==> config.mk <==
export PLATFORM = sky130hd
export DESIGN_NAME = mfe_top
export DESIGN_NICKNAME = d
export VERILOG_FILES = /design/src/verilog/mfe_stream_pkg.sv /design/src/verilog/mfe_ctrl_pkg.sv /design/src/verilog/passphrase_checker.sv /design/src/verilog/word_counter.sv /design/src/verilog/keystream_decryptor.sv /design/src/verilog/session_fsm.sv /design/src/verilog/mfe_top.sv
export SDC_FILE = /design/constraint.sdc
export NUM_CORES = 1
export LEC_CHECK = 0
export ABC_AREA = 1
export BUFFER_PORTS_ARGS = -buffer_cell sky130_fd_sc_hd__buf_4
export CAP_MARGIN = 0
export CORE_MARGIN = 3
export CORE_UTILIZATION = 45
export DETAILED_ROUTE_END_ITERATION = 16
export GPL_TIMING_DRIVEN = 0
export PLACE_DENSITY = 0.69
export SKIP_LAST_GASP = 1
export SLEW_MARGIN = 20
export SYNTH_ARGS = -nofsm -noshare
export SYNTH_HDL_FRONTEND = slang
export SYNTH_SLANG_ARGS = --single-unit
==> constraint.sdc <==
create_clock -name clk -period 2.7 [get_ports clk]
set_input_delay 0.135 -clock clk [delete_from_list [all_inputs] [get_ports clk]]
set_output_delay 0.135 -clock clk [all_outputs]
set_load 0.005 [all_outputs]
==> src/verilog/mfe_stream_pkg.sv <==
`default_nettype none

package mfe_stream_pkg;

    // Width of one passphrase character as delivered by the keyboard side
    localparam int CHAR_W = 16;

    // Galois feedback mask applied when a 1 falls out of the keystream LFSR
    localparam logic [31:0] LFSR_TAPS = 32'h80200003;

    // One word of the file stream, eof marks the last word of a file
    typedef struct packed {
        logic [31:0] data;
        logic        eof;
    } stream_word_t;

    // Field view of the key card word
    // The check value sits in the upper half and the keystream seed below it
    typedef struct packed {
        logic [15:0] check;
        logic [15:0] seed;
    } key_fields_t;

    // The key word is captured raw and read back through its fields
    typedef union packed {
        logic [31:0] raw;
        key_fields_t f;
    } key_word_u;

endpackage

`default_nettype wire

==> src/verilog/mfe_ctrl_pkg.sv <==
`default_nettype none

package mfe_ctrl_pkg;

    // Session sequence of the decryption path
    // S_DONE and S_FAIL are terminal until the next reset
    typedef enum logic [2:0] {
        S_WAIT_KEY,
        S_WAIT_PASS,
        S_PROCESS,
        S_TRAILER,
        S_DONE,
        S_FAIL
    } session_state_t;

    // Number of status LEDs on the board
    localparam int LED_W = 7;

    // Bit positions of the individual LEDs in the status vector
    localparam int LED_PASS_OK  = 0;
    localparam int LED_PASS_BAD = 1;
    localparam int LED_ON       = 2;
    localparam int LED_READY    = 3;
    localparam int LED_PROC     = 4;
    localparam int LED_SUCCESS  = 5;
    localparam int LED_FAILURE  = 6;

    // Result of one passphrase attempt, each field is a one-cycle pulse
    // Exhausted only comes together with reject on the final allowed try
    typedef struct packed {
        logic accept;
        logic reject;
        logic exhausted;
    } pass_verdict_t;

endpackage

`default_nettype wire

==> src/verilog/passphrase_checker.sv <==
`timescale 1ns/1ps
`default_nettype none

module passphrase_checker #(
    parameter int PASS_LEN  = 4,
    parameter int MAX_TRIES = 3
) (
    input  logic                             clk,
    input  logic                             rst_i,
    input  logic                             en_i,
    input  logic [mfe_stream_pkg::CHAR_W-1:0] char_i,
    input  logic                             char_valid_i,
    input  logic [15:0]                      check_i,
    output mfe_ctrl_pkg::pass_verdict_t      verdict_o
);

    // Counter widths sized so the full range fits
    localparam int CW = $clog2(PASS_LEN + 1);
    localparam int TW = $clog2(MAX_TRIES + 1);

    // Position of the final character of an attempt
    localparam logic [CW-1:0] LAST_CHAR = CW'(PASS_LEN - 1);
    // Attempt count seen just before the final allowed reject
    localparam logic [TW-1:0] LAST_TRY = TW'(MAX_TRIES - 1);

    logic [15:0]   sum_q;
    logic [15:0]   sum_next;
    logic [CW-1:0] char_cnt_q;
    logic [TW-1:0] tries_q;
    logic          char_take;
    logic          last_char;

    // Only characters arriving while the FSM waits for a passphrase count
    assign char_take = en_i && char_valid_i;
    assign last_char = (char_cnt_q == LAST_CHAR);

    // Rotate left by one and fold in the zero-extended character
    assign sum_next = {sum_q[14:0], sum_q[15]} ^ 16'(char_i);

    always_ff @(posedge clk) begin
        if (rst_i) begin
            sum_q      <= '0;
            char_cnt_q <= '0;
            tries_q    <= '0;
            verdict_o  <= '0;
        end else begin
            // Verdict fields are pulses and drop back every cycle
            verdict_o <= '0;
            if (char_take) begin
                if (last_char) begin
                    // The attempt ends here, so the fold restarts from zero
                    sum_q      <= '0;
                    char_cnt_q <= '0;
                    if (sum_next == check_i) begin
                        verdict_o.accept <= 1'b1;
                    end else begin
                        verdict_o.reject <= 1'b1;
                        tries_q          <= tries_q + 1'b1;
                        // The MAX_TRIES-th miss ends the session
                        if (tries_q == LAST_TRY) begin
                            verdict_o.exhausted <= 1'b1;
                        end
                    end
                end else begin
                    sum_q      <= sum_next;
                    char_cnt_q <= char_cnt_q + 1'b1;
                end
            end
        end
    end

    // A single attempt resolves to exactly one outcome
    a_one_outcome: assert property (
        @(posedge clk) disable iff (rst_i)
        !(verdict_o.accept && verdict_o.reject)
    );

endmodule

`default_nettype wire

==> src/verilog/word_counter.sv <==
`timescale 1ns/1ps
`default_nettype none

module word_counter #(
    parameter int CNT_W = 16
) (
    input  logic             clk,
    input  logic             rst_i,
    input  logic             clear_i,
    input  logic             word_taken_i,
    output logic [CNT_W-1:0] count_o
);

    // Largest value the counter can show before it sticks
    localparam logic [CNT_W-1:0] CNT_MAX = '1;

    logic at_max;

    assign at_max = (count_o == CNT_MAX);

    // Counts every accepted data word of the file including the eof word
    // A very long file saturates instead of rolling over to a small count
    always_ff @(posedge clk) begin
        if (rst_i) begin
            count_o <= '0;
        end else if (clear_i) begin
            count_o <= '0;
        end else if (word_taken_i && !at_max) begin
            count_o <= count_o + 1'b1;
        end
    end

    // Once nonzero the count can only return to zero through a clear
    a_no_wrap: assert property (
        @(posedge clk) disable iff (rst_i)
        (count_o != '0 && !clear_i) |=> (count_o != '0)
    );

endmodule

`default_nettype wire

==> src/verilog/keystream_decryptor.sv <==
`timescale 1ns/1ps
`default_nettype none

module keystream_decryptor #(
    parameter int CNT_W = 16
) (
    input  logic                         clk,
    input  logic                         rst_i,
    input  logic [15:0]                  seed_i,
    input  logic                         proc_en_i,
    input  logic                         trailer_req_i,
    input  logic [CNT_W-1:0]             count_i,
    input  mfe_stream_pkg::stream_word_t dat_i,
    input  logic                         dat_valid_i,
    input  logic                         out_ready_i,
    output logic                         dat_ready_o,
    output mfe_stream_pkg::stream_word_t out_o,
    output logic                         out_valid_o,
    output logic                         word_taken_o,
    output logic                         eof_taken_o,
    output logic                         trailer_done_o
);
    import mfe_stream_pkg::*;

    // One Galois step, shift right and fold in the taps on a 1 shifted out
    function automatic logic [31:0] lfsr_step(input logic [31:0] s);
        logic [31:0] shifted;
        shifted = {1'b0, s[31:1]};
        if (s[0]) begin
            shifted = shifted ^ LFSR_TAPS;
        end
        return shifted;
    endfunction

    logic [31:0] lfsr_q;
    logic [31:0] seed_init;
    logic [31:0] ks_cur;
    logic        proc_en_q;
    logic        proc_start;
    logic        slot_free;
    logic        trailer_loaded_q;
    logic        trailer_load;

    // A zero seed would lock the LFSR, so it starts from all ones instead
    assign seed_init = (seed_i == '0) ? '1 : {seed_i, seed_i};

    // First cycle of processing, the register still holds an old state
    assign proc_start = proc_en_i && !proc_en_q;
    // The very first word may arrive in that cycle, so bypass the load
    assign ks_cur = proc_start ? seed_init : lfsr_q;

    // The output register can take a word if it is empty or draining now
    assign slot_free    = !out_valid_o || out_ready_i;
    assign dat_ready_o  = proc_en_i && slot_free;
    assign word_taken_o = dat_valid_i && dat_ready_o;
    assign eof_taken_o  = word_taken_o && dat_i.eof;

    // The trailer goes into the same register once, after the eof word
    assign trailer_load = trailer_req_i && !trailer_loaded_q && slot_free;

    // Only the trailer leaves with eof set
    assign trailer_done_o = out_valid_o && out_ready_i && out_o.eof;

    always_ff @(posedge clk) begin
        if (rst_i) begin
            out_valid_o      <= 1'b0;
            proc_en_q        <= 1'b0;
            trailer_loaded_q <= 1'b0;
        end else begin
            proc_en_q <= proc_en_i;
            if (word_taken_o || trailer_load) begin
                out_valid_o <= 1'b1;
            end else if (out_ready_i) begin
                out_valid_o <= 1'b0;
            end
            if (proc_start) begin
                trailer_loaded_q <= 1'b0;
            end else if (trailer_load) begin
                trailer_loaded_q <= 1'b1;
            end
        end
    end

    // Output word and keystream state carry data only
    always_ff @(posedge clk) begin
        if (word_taken_o) begin
            out_o.data <= dat_i.data ^ ks_cur;
            out_o.eof  <= 1'b0;
        end else if (trailer_load) begin
            out_o.data <= 32'(count_i);
            out_o.eof  <= 1'b1;
        end
        // The keystream advances once per accepted word
        if (word_taken_o) begin
            lfsr_q <= lfsr_step(ks_cur);
        end else if (proc_start) begin
            lfsr_q <= seed_init;
        end
    end

    // A stalled output word is held unchanged until the consumer takes it
    a_hold_on_stall: assert property (
        @(posedge clk) disable iff (rst_i)
        (out_valid_o && !out_ready_i) |=> (out_valid_o && $stable(out_o))
    );

endmodule

`default_nettype wire

==> src/verilog/session_fsm.sv <==
`timescale 1ns/1ps
`default_nettype none

module session_fsm (
    input  logic                              clk,
    input  logic                              rst_i,
    input  mfe_stream_pkg::key_word_u         key_i,
    input  logic                              key_valid_i,
    input  mfe_ctrl_pkg::pass_verdict_t       verdict_i,
    input  logic                              eof_taken_i,
    input  logic                              trailer_done_i,
    output mfe_stream_pkg::key_word_u         key_o,
    output logic                              pass_en_o,
    output logic                              proc_en_o,
    output logic                              trailer_req_o,
    output logic                              clear_o,
    output logic [mfe_ctrl_pkg::LED_W-1:0]    status_leds_o
);
    import mfe_ctrl_pkg::*;

    session_state_t state_q;
    session_state_t state_d;
    logic           key_load;
    logic           pass_bad_q;

    // The key card word is only taken once, while the session waits for it
    assign key_load = (state_q == S_WAIT_KEY) && key_valid_i;

    always_comb begin
        state_d = state_q;
        case (state_q)
            S_WAIT_KEY: begin
                if (key_valid_i) begin
                    state_d = S_WAIT_PASS;
                end
            end
            S_WAIT_PASS: begin
                // A match wins, otherwise the final miss ends the session
                if (verdict_i.accept) begin
                    state_d = S_PROCESS;
                end else if (verdict_i.exhausted) begin
                    state_d = S_FAIL;
                end
            end
            S_PROCESS: begin
                if (eof_taken_i) begin
                    state_d = S_TRAILER;
                end
            end
            S_TRAILER: begin
                if (trailer_done_i) begin
                    state_d = S_DONE;
                end
            end
            // Done and fail wait for a reset
            default: begin
                state_d = state_q;
            end
        endcase
    end

    always_ff @(posedge clk) begin
        if (rst_i) begin
            state_q    <= S_WAIT_KEY;
            pass_bad_q <= 1'b0;
        end else begin
            state_q <= state_d;
            // The bad-passphrase light stays on until a good attempt
            if (state_q == S_WAIT_PASS) begin
                if (verdict_i.reject) begin
                    pass_bad_q <= 1'b1;
                end else if (verdict_i.accept) begin
                    pass_bad_q <= 1'b0;
                end
            end
        end
    end

    // Key register feeds the check value and the seed to the datapath
    always_ff @(posedge clk) begin
        if (key_load) begin
            key_o <= key_i;
        end
    end

    // Per-state enables for the datapath blocks
    assign pass_en_o     = (state_q == S_WAIT_PASS);
    assign proc_en_o     = (state_q == S_PROCESS);
    assign trailer_req_o = (state_q == S_TRAILER);
    // The word count restarts while the passphrase is being entered
    assign clear_o       = (state_q == S_WAIT_PASS);

    // Status LEDs are decoded from state and the reject flag
    always_comb begin
        status_leds_o               = '0;
        status_leds_o[LED_ON]       = 1'b1;
        status_leds_o[LED_READY]    = (state_q != S_WAIT_KEY);
        status_leds_o[LED_PASS_OK]  = state_q inside {S_PROCESS, S_TRAILER, S_DONE};
        status_leds_o[LED_PASS_BAD] = pass_bad_q;
        status_leds_o[LED_PROC]     = state_q inside {S_PROCESS, S_TRAILER};
        status_leds_o[LED_SUCCESS]  = (state_q == S_DONE);
        status_leds_o[LED_FAILURE]  = (state_q == S_FAIL);
    end

    // The decryptor only finishes a trailer that this FSM asked for
    a_trailer_in_state: assert property (
        @(posedge clk) disable iff (rst_i)
        trailer_done_i |-> (state_q == S_TRAILER)
    );

endmodule

`default_nettype wire

==> src/verilog/mfe_top.sv <==
`timescale 1ns/1ps
`default_nettype none

module mfe_top #(
    parameter int PASS_LEN  = 4,
    parameter int MAX_TRIES = 3,
    parameter int CNT_W     = 16
) (
    input  logic                              clk,
    input  logic                              rst_i,
    input  mfe_stream_pkg::key_word_u         key_i,
    input  logic                              key_valid_i,
    input  logic [mfe_stream_pkg::CHAR_W-1:0] char_i,
    input  logic                              char_valid_i,
    input  mfe_stream_pkg::stream_word_t      dat_i,
    input  logic                              dat_valid_i,
    input  logic                              out_ready_i,
    output logic                              dat_ready_o,
    output mfe_stream_pkg::stream_word_t      out_o,
    output logic                              out_valid_o,
    output logic [mfe_ctrl_pkg::LED_W-1:0]    status_leds_o
);
    import mfe_stream_pkg::*;
    import mfe_ctrl_pkg::*;

    // Key register contents, read as check value and seed
    key_word_u        key;
    pass_verdict_t    verdict;
    // FSM enables to the datapath
    logic             pass_en, proc_en, trailer_req, clear;
    // Datapath events back to the FSM and the counter
    logic             word_taken, eof_taken, trailer_done;
    logic [CNT_W-1:0] count;

    session_fsm u_fsm (
        .clk(clk), .rst_i(rst_i),
        .key_i(key_i), .key_valid_i(key_valid_i),
        .verdict_i(verdict),
        .eof_taken_i(eof_taken), .trailer_done_i(trailer_done),
        .key_o(key), .pass_en_o(pass_en), .proc_en_o(proc_en),
        .trailer_req_o(trailer_req), .clear_o(clear),
        .status_leds_o(status_leds_o)
    );

    passphrase_checker #(.PASS_LEN(PASS_LEN), .MAX_TRIES(MAX_TRIES)) u_checker (
        .clk(clk), .rst_i(rst_i), .en_i(pass_en),
        .char_i(char_i), .char_valid_i(char_valid_i),
        .check_i(key.f.check), .verdict_o(verdict)
    );

    word_counter #(.CNT_W(CNT_W)) u_counter (
        .clk(clk), .rst_i(rst_i), .clear_i(clear),
        .word_taken_i(word_taken), .count_o(count)
    );

    keystream_decryptor #(.CNT_W(CNT_W)) u_decrypt (
        .clk(clk), .rst_i(rst_i), .seed_i(key.f.seed),
        .proc_en_i(proc_en), .trailer_req_i(trailer_req), .count_i(count),
        .dat_i(dat_i), .dat_valid_i(dat_valid_i), .out_ready_i(out_ready_i),
        .dat_ready_o(dat_ready_o), .out_o(out_o), .out_valid_o(out_valid_o),
        .word_taken_o(word_taken), .eof_taken_o(eof_taken),
        .trailer_done_o(trailer_done)
    );

endmodule

`default_nettype wire

## Yosys cells after proc, flatten, opt, wreduce, memory -nomap -nowiden

Index checks and enable logic that the tools add are counted.

| cells by class | value |
|---|---|
| eq/ne operators | 13 |
| bitwise logic cells | 6 |
| multiplexer cells | 21 |
| reductions and logical operators | 33 |
| add/sub/neg operators | 3 |

Operators with widths:

| cell | number |
|---|---|
| 32-bit 2-to-1 mux | 4 |
| 33-bit 2-to-1 mux | 2 |
| 32-bit bitwise XOR | 1 |
| 3-bit 2-to-1 mux | 6 |
| 16-bit by 1-bit adder with 16-bit output (second input constant) | 1 |
| 16-bit == test | 1 |
| 16-bit == test (second input constant) | 1 |
| 16-bit zero test | 1 |
| 16-bit 2-to-1 mux | 1 |
| 16-bit bitwise XOR | 1 |
| 3-bit one-hot mux with 4 select lines | 1 |
| 1-bit logical AND | 11 |
| 3-bit by 2-bit == test with 1-bit output (second input constant) | 3 |
| 2-bit nonzero test | 4 |
| 3-bit == test (second input constant) | 2 |
| 1-bit 2-to-1 mux | 6 |
| 2-bit inequality test (second input constant) | 3 |
| 3-bit nonzero test | 2 |
| 5-bit AND reduction | 1 |
| 1-bit zero test | 4 |
| 3-bit NOT with 4-bit output | 1 |
| 4-bit nonzero test | 1 |
| 2-bit OR reduction | 2 |
| 4-bit OR reduction | 1 |
| other kinds (12) | 15 |

| storage, ports and cells | value |
|---|---|
| flip-flop bits (word level) | 144 |
| output and inout bits | 42 |
| input bits | 87 |

## Depth between registers and ports, before layout

Gate-level depths: netlist of the first run.

| depth | value |
|---|---|
| word-level depth | 7 |
| mapped depth | 12 |
| gate-level depth less buffers | 12 |

## By module

A second synthesis of the first run with hierarchy kept.

| second synthesis, totals | value |
|---|---|
| cell total of the unflattened synthesis | 965 |
| area total of the unflattened synthesis | 7,379.6 µm² |

Modules (own cells, without submodules):

| module | instances | seq. area each (µm²) | cells each | area an instance (µm²) |
|---|---|---|---|---|
| keystream_decryptor | 1 | 1,681.6 | 457 | 3,642.2 |
| passphrase_checker | 1 | 480.5 | 267 | 1,525.2 |
| session_fsm | 1 | 1,041.0 | 89 | 1,297.5 |
| word_counter | 1 | 320.3 | 152 | 914.6 |

## Least setup slack after synthesis of the first run

Ideal clock, no wire load.

| timing | value |
|---|---|
| kind | flip-flop to flip-flop |
| from | register u_fsm.state_q[1] |
| to | register u_fsm.key_o[0] in the netlist's numbering (enable) |
| arrival | 1.961 ns |
| setup slack | 0.318 ns |
| buffers on the path | 0 |
| stages on the path, launching flop included | 4 |
| library setup time | 0.421 ns |
| period minus slack after synthesis | 2.382 ns |
| cell sequence | dfxtp_1 > nor2_1 > nand2_1 > nor2_1 |

| on the way | value |
|---|---|
| longest elaborated chain between the ends | 2 |

RTL lines:

| what | RTL line | text |
|---|---|---|
| from (decl) | session_fsm.sv:21 | `session_state_t state_q;` |
| from (signal assigned) | session_fsm.sv:67 | `state_q <= state_d;` |
| 3-bit zero test | session_fsm.sv:27 | `assign key_load = (state_q == S_WAIT_KEY) && key_valid_i;` |
| 1-bit logical AND | session_fsm.sv:27 |  |
| net u_fsm.key_load | session_fsm.sv:23 | `logic key_load;` |
| to (signal assigned) | session_fsm.sv:82 | `key_o <= key_i;` |
| to (decl) | session_fsm.sv:12 | `output mfe_stream_pkg::key_word_u key_o,` |

The timed path passes the listed nets, and every way through them passes these cells.
A chain may end at the register's enable or synchronous reset.

## Worst setup path after layout of the first run

| timing | value |
|---|---|
| from | register u_decrypt.out_valid_o |
| to | register u_decrypt.out_valid_o |

| on the way | value |
|---|---|
| longest elaborated chain between the ends | 6 |

RTL lines:

| what | RTL line | text |
|---|---|---|
| from (decl) | keystream_decryptor.sv:18 | `output logic out_valid_o,` |
| from (signal assigned) | keystream_decryptor.sv:66 | `out_valid_o <= 1'b0;` |
| from (signal assigned) | keystream_decryptor.sv:72 | `out_valid_o <= 1'b1;` |
| from (signal assigned) | keystream_decryptor.sv:74 | `out_valid_o <= 1'b0;` |
| 1-bit zero test (*) | keystream_decryptor.sv:53 | `assign slot_free = !out_valid_o \|\| out_ready_i;` |
| 1-bit logical OR (*) | keystream_decryptor.sv:53 |  |
| 1-bit logical AND | keystream_decryptor.sv:54 | `assign dat_ready_o = proc_en_i && slot_free;` |
| 1-bit logical AND | keystream_decryptor.sv:55 | `assign word_taken_o = dat_valid_i && dat_ready_o;` |
| 1-bit logical OR (*) | keystream_decryptor.sv:71 | `if (word_taken_o \|\| trailer_load) begin` |
| 1-bit 2-to-1 mux / 2-bit nonzero test (equally long branches) | - |  |

Mark *: on every way between the ends. The rest lies on a longest branch, timed or not.

==> flow_summary.yaml, run 1 <==
synthesis:
  ys.flop_type: "dfxtp_1"
  synth_warnings: 0
  netlist-cell-type-count: 36
  synthArstFlopShare: 0
  syn-instance-count: 886
  synth_top_cell_by_area: "edfxtp_1"
  synthTopCellsByArea: "edfxtp_1, dfxtp_1, nand2_1"
  synth_nets: 976
  synth.most_common_cell: "nand2_1"
  synth.yosys.seq_area_share: 0.5144
  synth_edf_count: 64
  ys_top_cells_by_count: "nand2_1, inv_1, dfxtp_1"
  synth_area_um2: 6849
  synth_area_per_cell_um2: 7.730
  synth_seq_cells: 144
  yosysTopAreaCellShare: 0.2806
setup_path:
  cp_data_arrival_time_ps: 2590
  critical_path_class: "reg2reg"
  crit_required_ps: 3010
  end_kind: "register"
  startpoint_type: "register"
  path_max_fanout: 33
grt:
  grt_pass1_vias: 5735
  met3_usage: 0.04782
  grt_usage: 0.2119
  grtUsageMet1: 0.2651
  grt_max_degree: 34
  grt_overflow: 0
  busiest_layer: "met2"
  grt_use_met2: 0.3546
  grt_pass1_wl_um: 27390
  antenna_found_initial: 0
die:
  dieWidth_um: 129.4
  initial_utilization: 0.4660
  rows: 44
  ios: 129
  die_area_um2: 16740
  die_h_um: 129.4
  core_um2: 14700
sta:
  setup_viol: 0
  fmax_mhz: 437.5
  worst_slack_ps: 414.3
  relSlewSlack: 0.5788
  post-route-period-util: 0.8466
  rsz0062_at_grt: "false"
  worst_slew_pin_slew_ps: 626.0
  slew_viol_final: 0
  finalClockSkew_ps: 8.293
  hold_violations: 0
  fin_crit_ps: 2286
pwr:
  p_leak_nw: 4.075
  power_frac_seq: 0.389
  p_int_mw: 5.330
  clkPwrFrac: 0.297
  finalPower_mw: 7.972
  pwr-share-comb: 0.315
  sw_frac_of_total: 0.3314
  peakVddDrop_uv: 503.5
  cellPowerDensity_nw_per_um2: 888.1
  power.switching_mw: 2.642
clock_network:
  htree_levels: 4
  clockBufferDepth: 2
  cts.sinks: 144
  cts_buffers: 17
  clkLatencyLatePin_ps: 420
  cts_tree: "done"
  cts_root_buf: "clkbuf_16"
  clkTransAtPathRegs_ps: 60
finish:
  fin_nets: 1154
  fillCellCount: 1321
  seqCellArea_um2: 3523
  syn2layout_area_growth_pct: 31.06
  multi_input_area_um2: 2803
  antenna_cells: 0
  design_area_um2: 8976
  drive_gt1_frac: 0.1662
placed_design:
  hpwl_um: 12570
  gp_congestion: 0.9127
  place_area_um2: 8063
  port-buffer-count: 126
  pre_cts_ws_ps: 180.2
drt:
  wl_per_cell_um: 13.74
  drc: 0
  vias: 6204
  drtPass1Iterations: 5
  wl_um: 17320
  ant_nets: 0
  vias_per_cell: 4.920
  drt-initial-drc-count: 407
status:
  status: "finished, final reports clean"
worst_hold_path:
  hp-class: "in2reg"
run:
  max-cap-violations: 0
[cells in the final DEF (no fill, tap or decap), types with 3 or more instances in the layout]
master,count
clkinv_1,3
clkbuf_1,21
xor2_1,3
buf_4,129
and3_1,3
nand2_1,313
nor2_1,73
dlygate4sd3_1,32
o21ai_1,10
clkinv_2,3
edfxtp_1,64
bufinv_16,3
nor3_1,22
clkbuf_16,17
nand4_1,8
nand3_1,41
xnor2_1,14
inv_1,103
o21ai_0,34
nand2_2,4
dfxtp_1,80
buf_2,4
ha_1,3
a211oi_1,3
inv_2,4
a21oi_1,31
a31oi_1,4
nand3b_1,24
[per-layer routing]
layer  share of wire  vias up
li1                -     3204
met1            0.44     2809
met2            0.48      161
met3           0.055       30
met4           0.029        0
met5               0        -
[worst max-delay path, cell delays in order, from the launching register on]
cell	delay (ps)
dfxtp_1	370
inv_1	70
nor2_1	310
nor3_4	140
inv_2	80
clkbuf_1	420
nand2_4	370
o21ai_0	320
inv_1	80
[sequential cells by signal, indices dropped and copies added (netlist names), 2 cells and up]
register	count
u_decrypt.out_o	33
u_decrypt.lfsr_q	32
u_fsm.key_o	32
u_checker.sum_q	16
u_counter.count_o	16
u_checker.char_cnt_q	3
u_checker.verdict_o	3
u_fsm.state_q	3
u_checker.tries_q	2
[power groups by stage]
stage | registers (mW) | logic (mW) | clock network [mW]
floorplan | 3.11 | 1.66 | 0
global placement | 3.14 | 2.36 | 0
detailed placement | 3.14 | 2.46 | 0
CTS | 3.10 | 2.51 | 2.38
global route | 3.15 | 2.86 | 2.47
finish | 3.10 | 2.51 | 2.37
[area by class of cell]
class | instances | share of cell area
sequential | 144 | 0.3925
multi-input combinational | 607 | 0.3122
timing repair buffer | 159 | 0.1441
clock buffer | 20 | 0.04976
inverter | 107 | 0.04474
tap | 184 | 0.02565
clock inverter | 12 | 0.01575
buffer | 28 | 0.01519
[timing repair]
item / CTS / global route
endpoints found under the hold margin: 32 / 0
setup buffers: 0 / 0
hold buffers: 32 / 0
gates resized for setup: 0 / 1
endpoints found under the setup margin: 0 / 1
[kinds of logic after synthesis]
family | share of synthesized area
AND/OR/NAND/NOR | 0.3113
flip-flops | 0.5144
buffers and inverters | 0.07855
AO/OA/AOI/OAI | 0.06504
XOR/XNOR | 0.02174
adder cells (fa/ha/maj) | 0.005481
multiplexers | 0.002923
other | 0.0005475
[through the flow]
step                instances  utilization  hold slack [ps]  TNS (ps)
finish                   1261       0.6107            13.19         0
global route             1261       0.6107            15.92         0
CTS                      1261       0.6103            9.005         0
detailed placement       1197       0.5485            314.3         0
global placement         1196       0.5460            313.3    -16120
floorplan                 886            -            233.9         0
[path summary, 6_finish.rpt]
check	startpoint	endpoint	slack [ps]	cells past startpoint
setup / recovery	u_decrypt.out_valid_o$_SDFFE_PP0P_	u_decrypt.out_valid_o$_SDFFE_PP0P_	410	8
hold / removal	char_valid_i	u_checker.char_cnt_q[1]$_SDFFE_PP0N_	10	3
setup reg to reg	u_decrypt.out_valid_o$_SDFFE_PP0P_	u_decrypt.out_valid_o$_SDFFE_PP0P_	410	8
hold reg to reg	u_checker.verdict_o[1]$_SDFF_PP0_	u_fsm.pass_bad_q$_SDFFE_PP0P_	460	2
(Power assumes the default switching activity.)
==> run 2, diff against run 1 <==
clock period = 2.2 ns   (was 2.7 ns; I/O delays follow)
==> run 2 against run 1 <==
- global-route usage barely moved
- clock skew hardly changed
- first-iteration DRC count is 16% higher
- largest cell class unchanged
- highest routed layer unchanged
==> flow_summary.yaml, run 2 (synthesis gave the netlist of run 1 again) <==
status:
  status: "finished, final reports clean"
die:
  die_h_um: 129.4
  dieWidth_um: 129.4
  initial_utilization: 0.4660
  core_um2: 14700
  die_area_um2: 16740
  rows: 44
  ios: 129
pwr:
  cellPowerDensity_nw_per_um2: 1103
  peakVddDrop_uv: 639.7
  p_leak_nw: 4.112
sta:
  hold_violations: 0
  setup_viol: 0
  fin_crit_ps: 2035
  rsz0062_at_grt: "false"
  fmax_mhz: 491.4
  slew_viol_final: 0
  post-route-period-util: 0.9250
  finalClockSkew_ps: 8.401
  relSlewSlack: 0.5623
  worst_slew_pin_slew_ps: 650.6
  hold_ws_ps: 15.05
finish:
  largest_register: "u_decrypt.out_o"
  top_regs: "u_decrypt.out_o (33), u_decrypt.lfsr_q (32), u_fsm.key_o (32)"
  final_cell_mix: "nand2_1, buf_4, inv_1, dfxtp_1, nor2_1"
  layout_commonest_cell: "nand2_1"
  instances_no_fill: 1264
  drive_gt1_frac: 0.1787
  syn2layout_area_growth_pct: 32.41
  antenna_cells: 0
  fin_nets: 1157
  largest_reg_flops: 33
setup_path:
  slowest_delay_ps: 400
  critical_path_class: "reg2reg"
  cp_data_arrival_time_ps: 2320
  path_cells: "inv_2, nor2_4, nand2_2, nor3_4, buf_4, clkbuf_1, nand3_1, nand2_1"
  crit_required_ps: 2480
  startpoint_type: "register"
  rrSetupSlack_ps: 170
  end_kind: "register"
  cpMaxStageDelayCell: "clkbuf_1"
  path_max_fanout: 10
placed_design:
  hpwl_um: 12750
  dpl.cell_count: 1197
  port-buffer-count: 126
  gp_congestion: 0.8760
clock_network:
  clkTransAtPathRegs_ps: 60
  cts_buffers: 17
  cts.sinks: 144
  cts_tree: "done"
  clkLatencyLatePin_ps: 420
  clockBufferDepth: 2
  cts_root_buf: "clkbuf_16"
  htree_levels: 4
drt:
  wl_um: 17700
  drtPass1Iterations: 7
  vias_per_cell: 4.995
  drc: 0
  drt-initial-drc-count: 474
  wl_per_cell_um: 14.00
  ant_nets: 0
  vias: 6314
grt:
  grt_pass1_vias: 5678
  grt_overflow: 0
  grt_pass1_wl_um: 27400
  antenna_found_initial: 0
  grt_usage: 0.2117
  grt_max_degree: 34
run:
  max-cap-violations: 0
worst_hold_path:
  hp-class: "in2reg"
run 2: cell count changes in the layout (fill, tap and decap cells not counted), moves of 2 or more:
cell        previous run  this run
clkbuf_1              21        14
clkbuf_2               0         5
clkinvlp_4             1         5
buf_4                129       132
clkinv_2               3         0
clkinv_1               3         1
nor2_1                73        71
nor2_2                 0         2
run 2: final cells by class:
class                           count  area (um^2)
Timing Repair Buffer              163         1326
Tap cell                          184        230.2
Fill cell                        1326         5630
Clock buffer                       19        442.9
Clock inverter                     13        187.7
Multi-Input combinational cell    607         2816
Inverter                          107        401.6
Sequential cell                   144         3525
Buffer                             27        138.9
run 2: per-stage QoR:
stage | utilization | worst slack [ps] | setup TNS (ps) | total power [mW] | cell area, um^2
3_3_place_gp | 0.5463 | -204.0 | -9652 | 6.747 | 8030
4_1_cts | 0.6148 | 17.26 | 0 | 9.966 | 9037
2_1_floorplan | - | 259.6 | 0 | 5.845 | 6854
6_report | 0.6170 | 165.0 | 0 | 9.999 | 9069
5_1_grt | 0.6170 | 5.152 | 0 | 10.62 | 9069
3_5_place_dp | 0.5485 | -223.0 | -7196 | 6.867 | 8063
run 2: per-layer routing:
layer / vias up / wire length, um / track usage
li1: 3212 / - / -
met1: 2880 / 7709 / 0.2655
met2: 196 / 8647 / 0.3649
met3: 26 / 1048 / 0.05029
met4: 0 / 291 / 0.06115
met5: - / 0 / 0
run 2: what timing repair did:
action / 4_1_cts / 5_1_grt
gates resized for setup: 2 / 13
pin swaps: 0 / 1
endpoints found under the setup margin: 33 / 66
hold buffers: 33 / 0
buffers inserted: 0 / 3
endpoints found under the hold margin: 33 / 0
run 2: final timing paths:
path,startpoint,to,cells after the start
max,u_fsm.state_q[1]$_SDFFE_PP0P_,u_decrypt.out_o[2]$_DFFE_PP_,8
min,dat_i[30],u_decrypt.out_o[30]$_DFFE_PP_,3
max reg2reg,u_fsm.state_q[1]$_SDFFE_PP0P_,u_decrypt.out_o[2]$_DFFE_PP_,8
min reg2reg,u_checker.verdict_o[1]$_SDFF_PP0_,u_fsm.pass_bad_q$_SDFFE_PP0P_,2
run 2: power breakdown:
group          internal (mW)  switching [mW]  total (mW)
sequential              3.55           0.250        3.80
clock                   1.93            1.14        3.07
combinational           1.21            1.91        3.13
total                   6.70            3.30        10.0
run 2: worst max-delay path, delay by kind of cell (launching register included):
family	cells	cell delay, ps
buf+inv	3	630
flops	1	390
simple gates	5	870
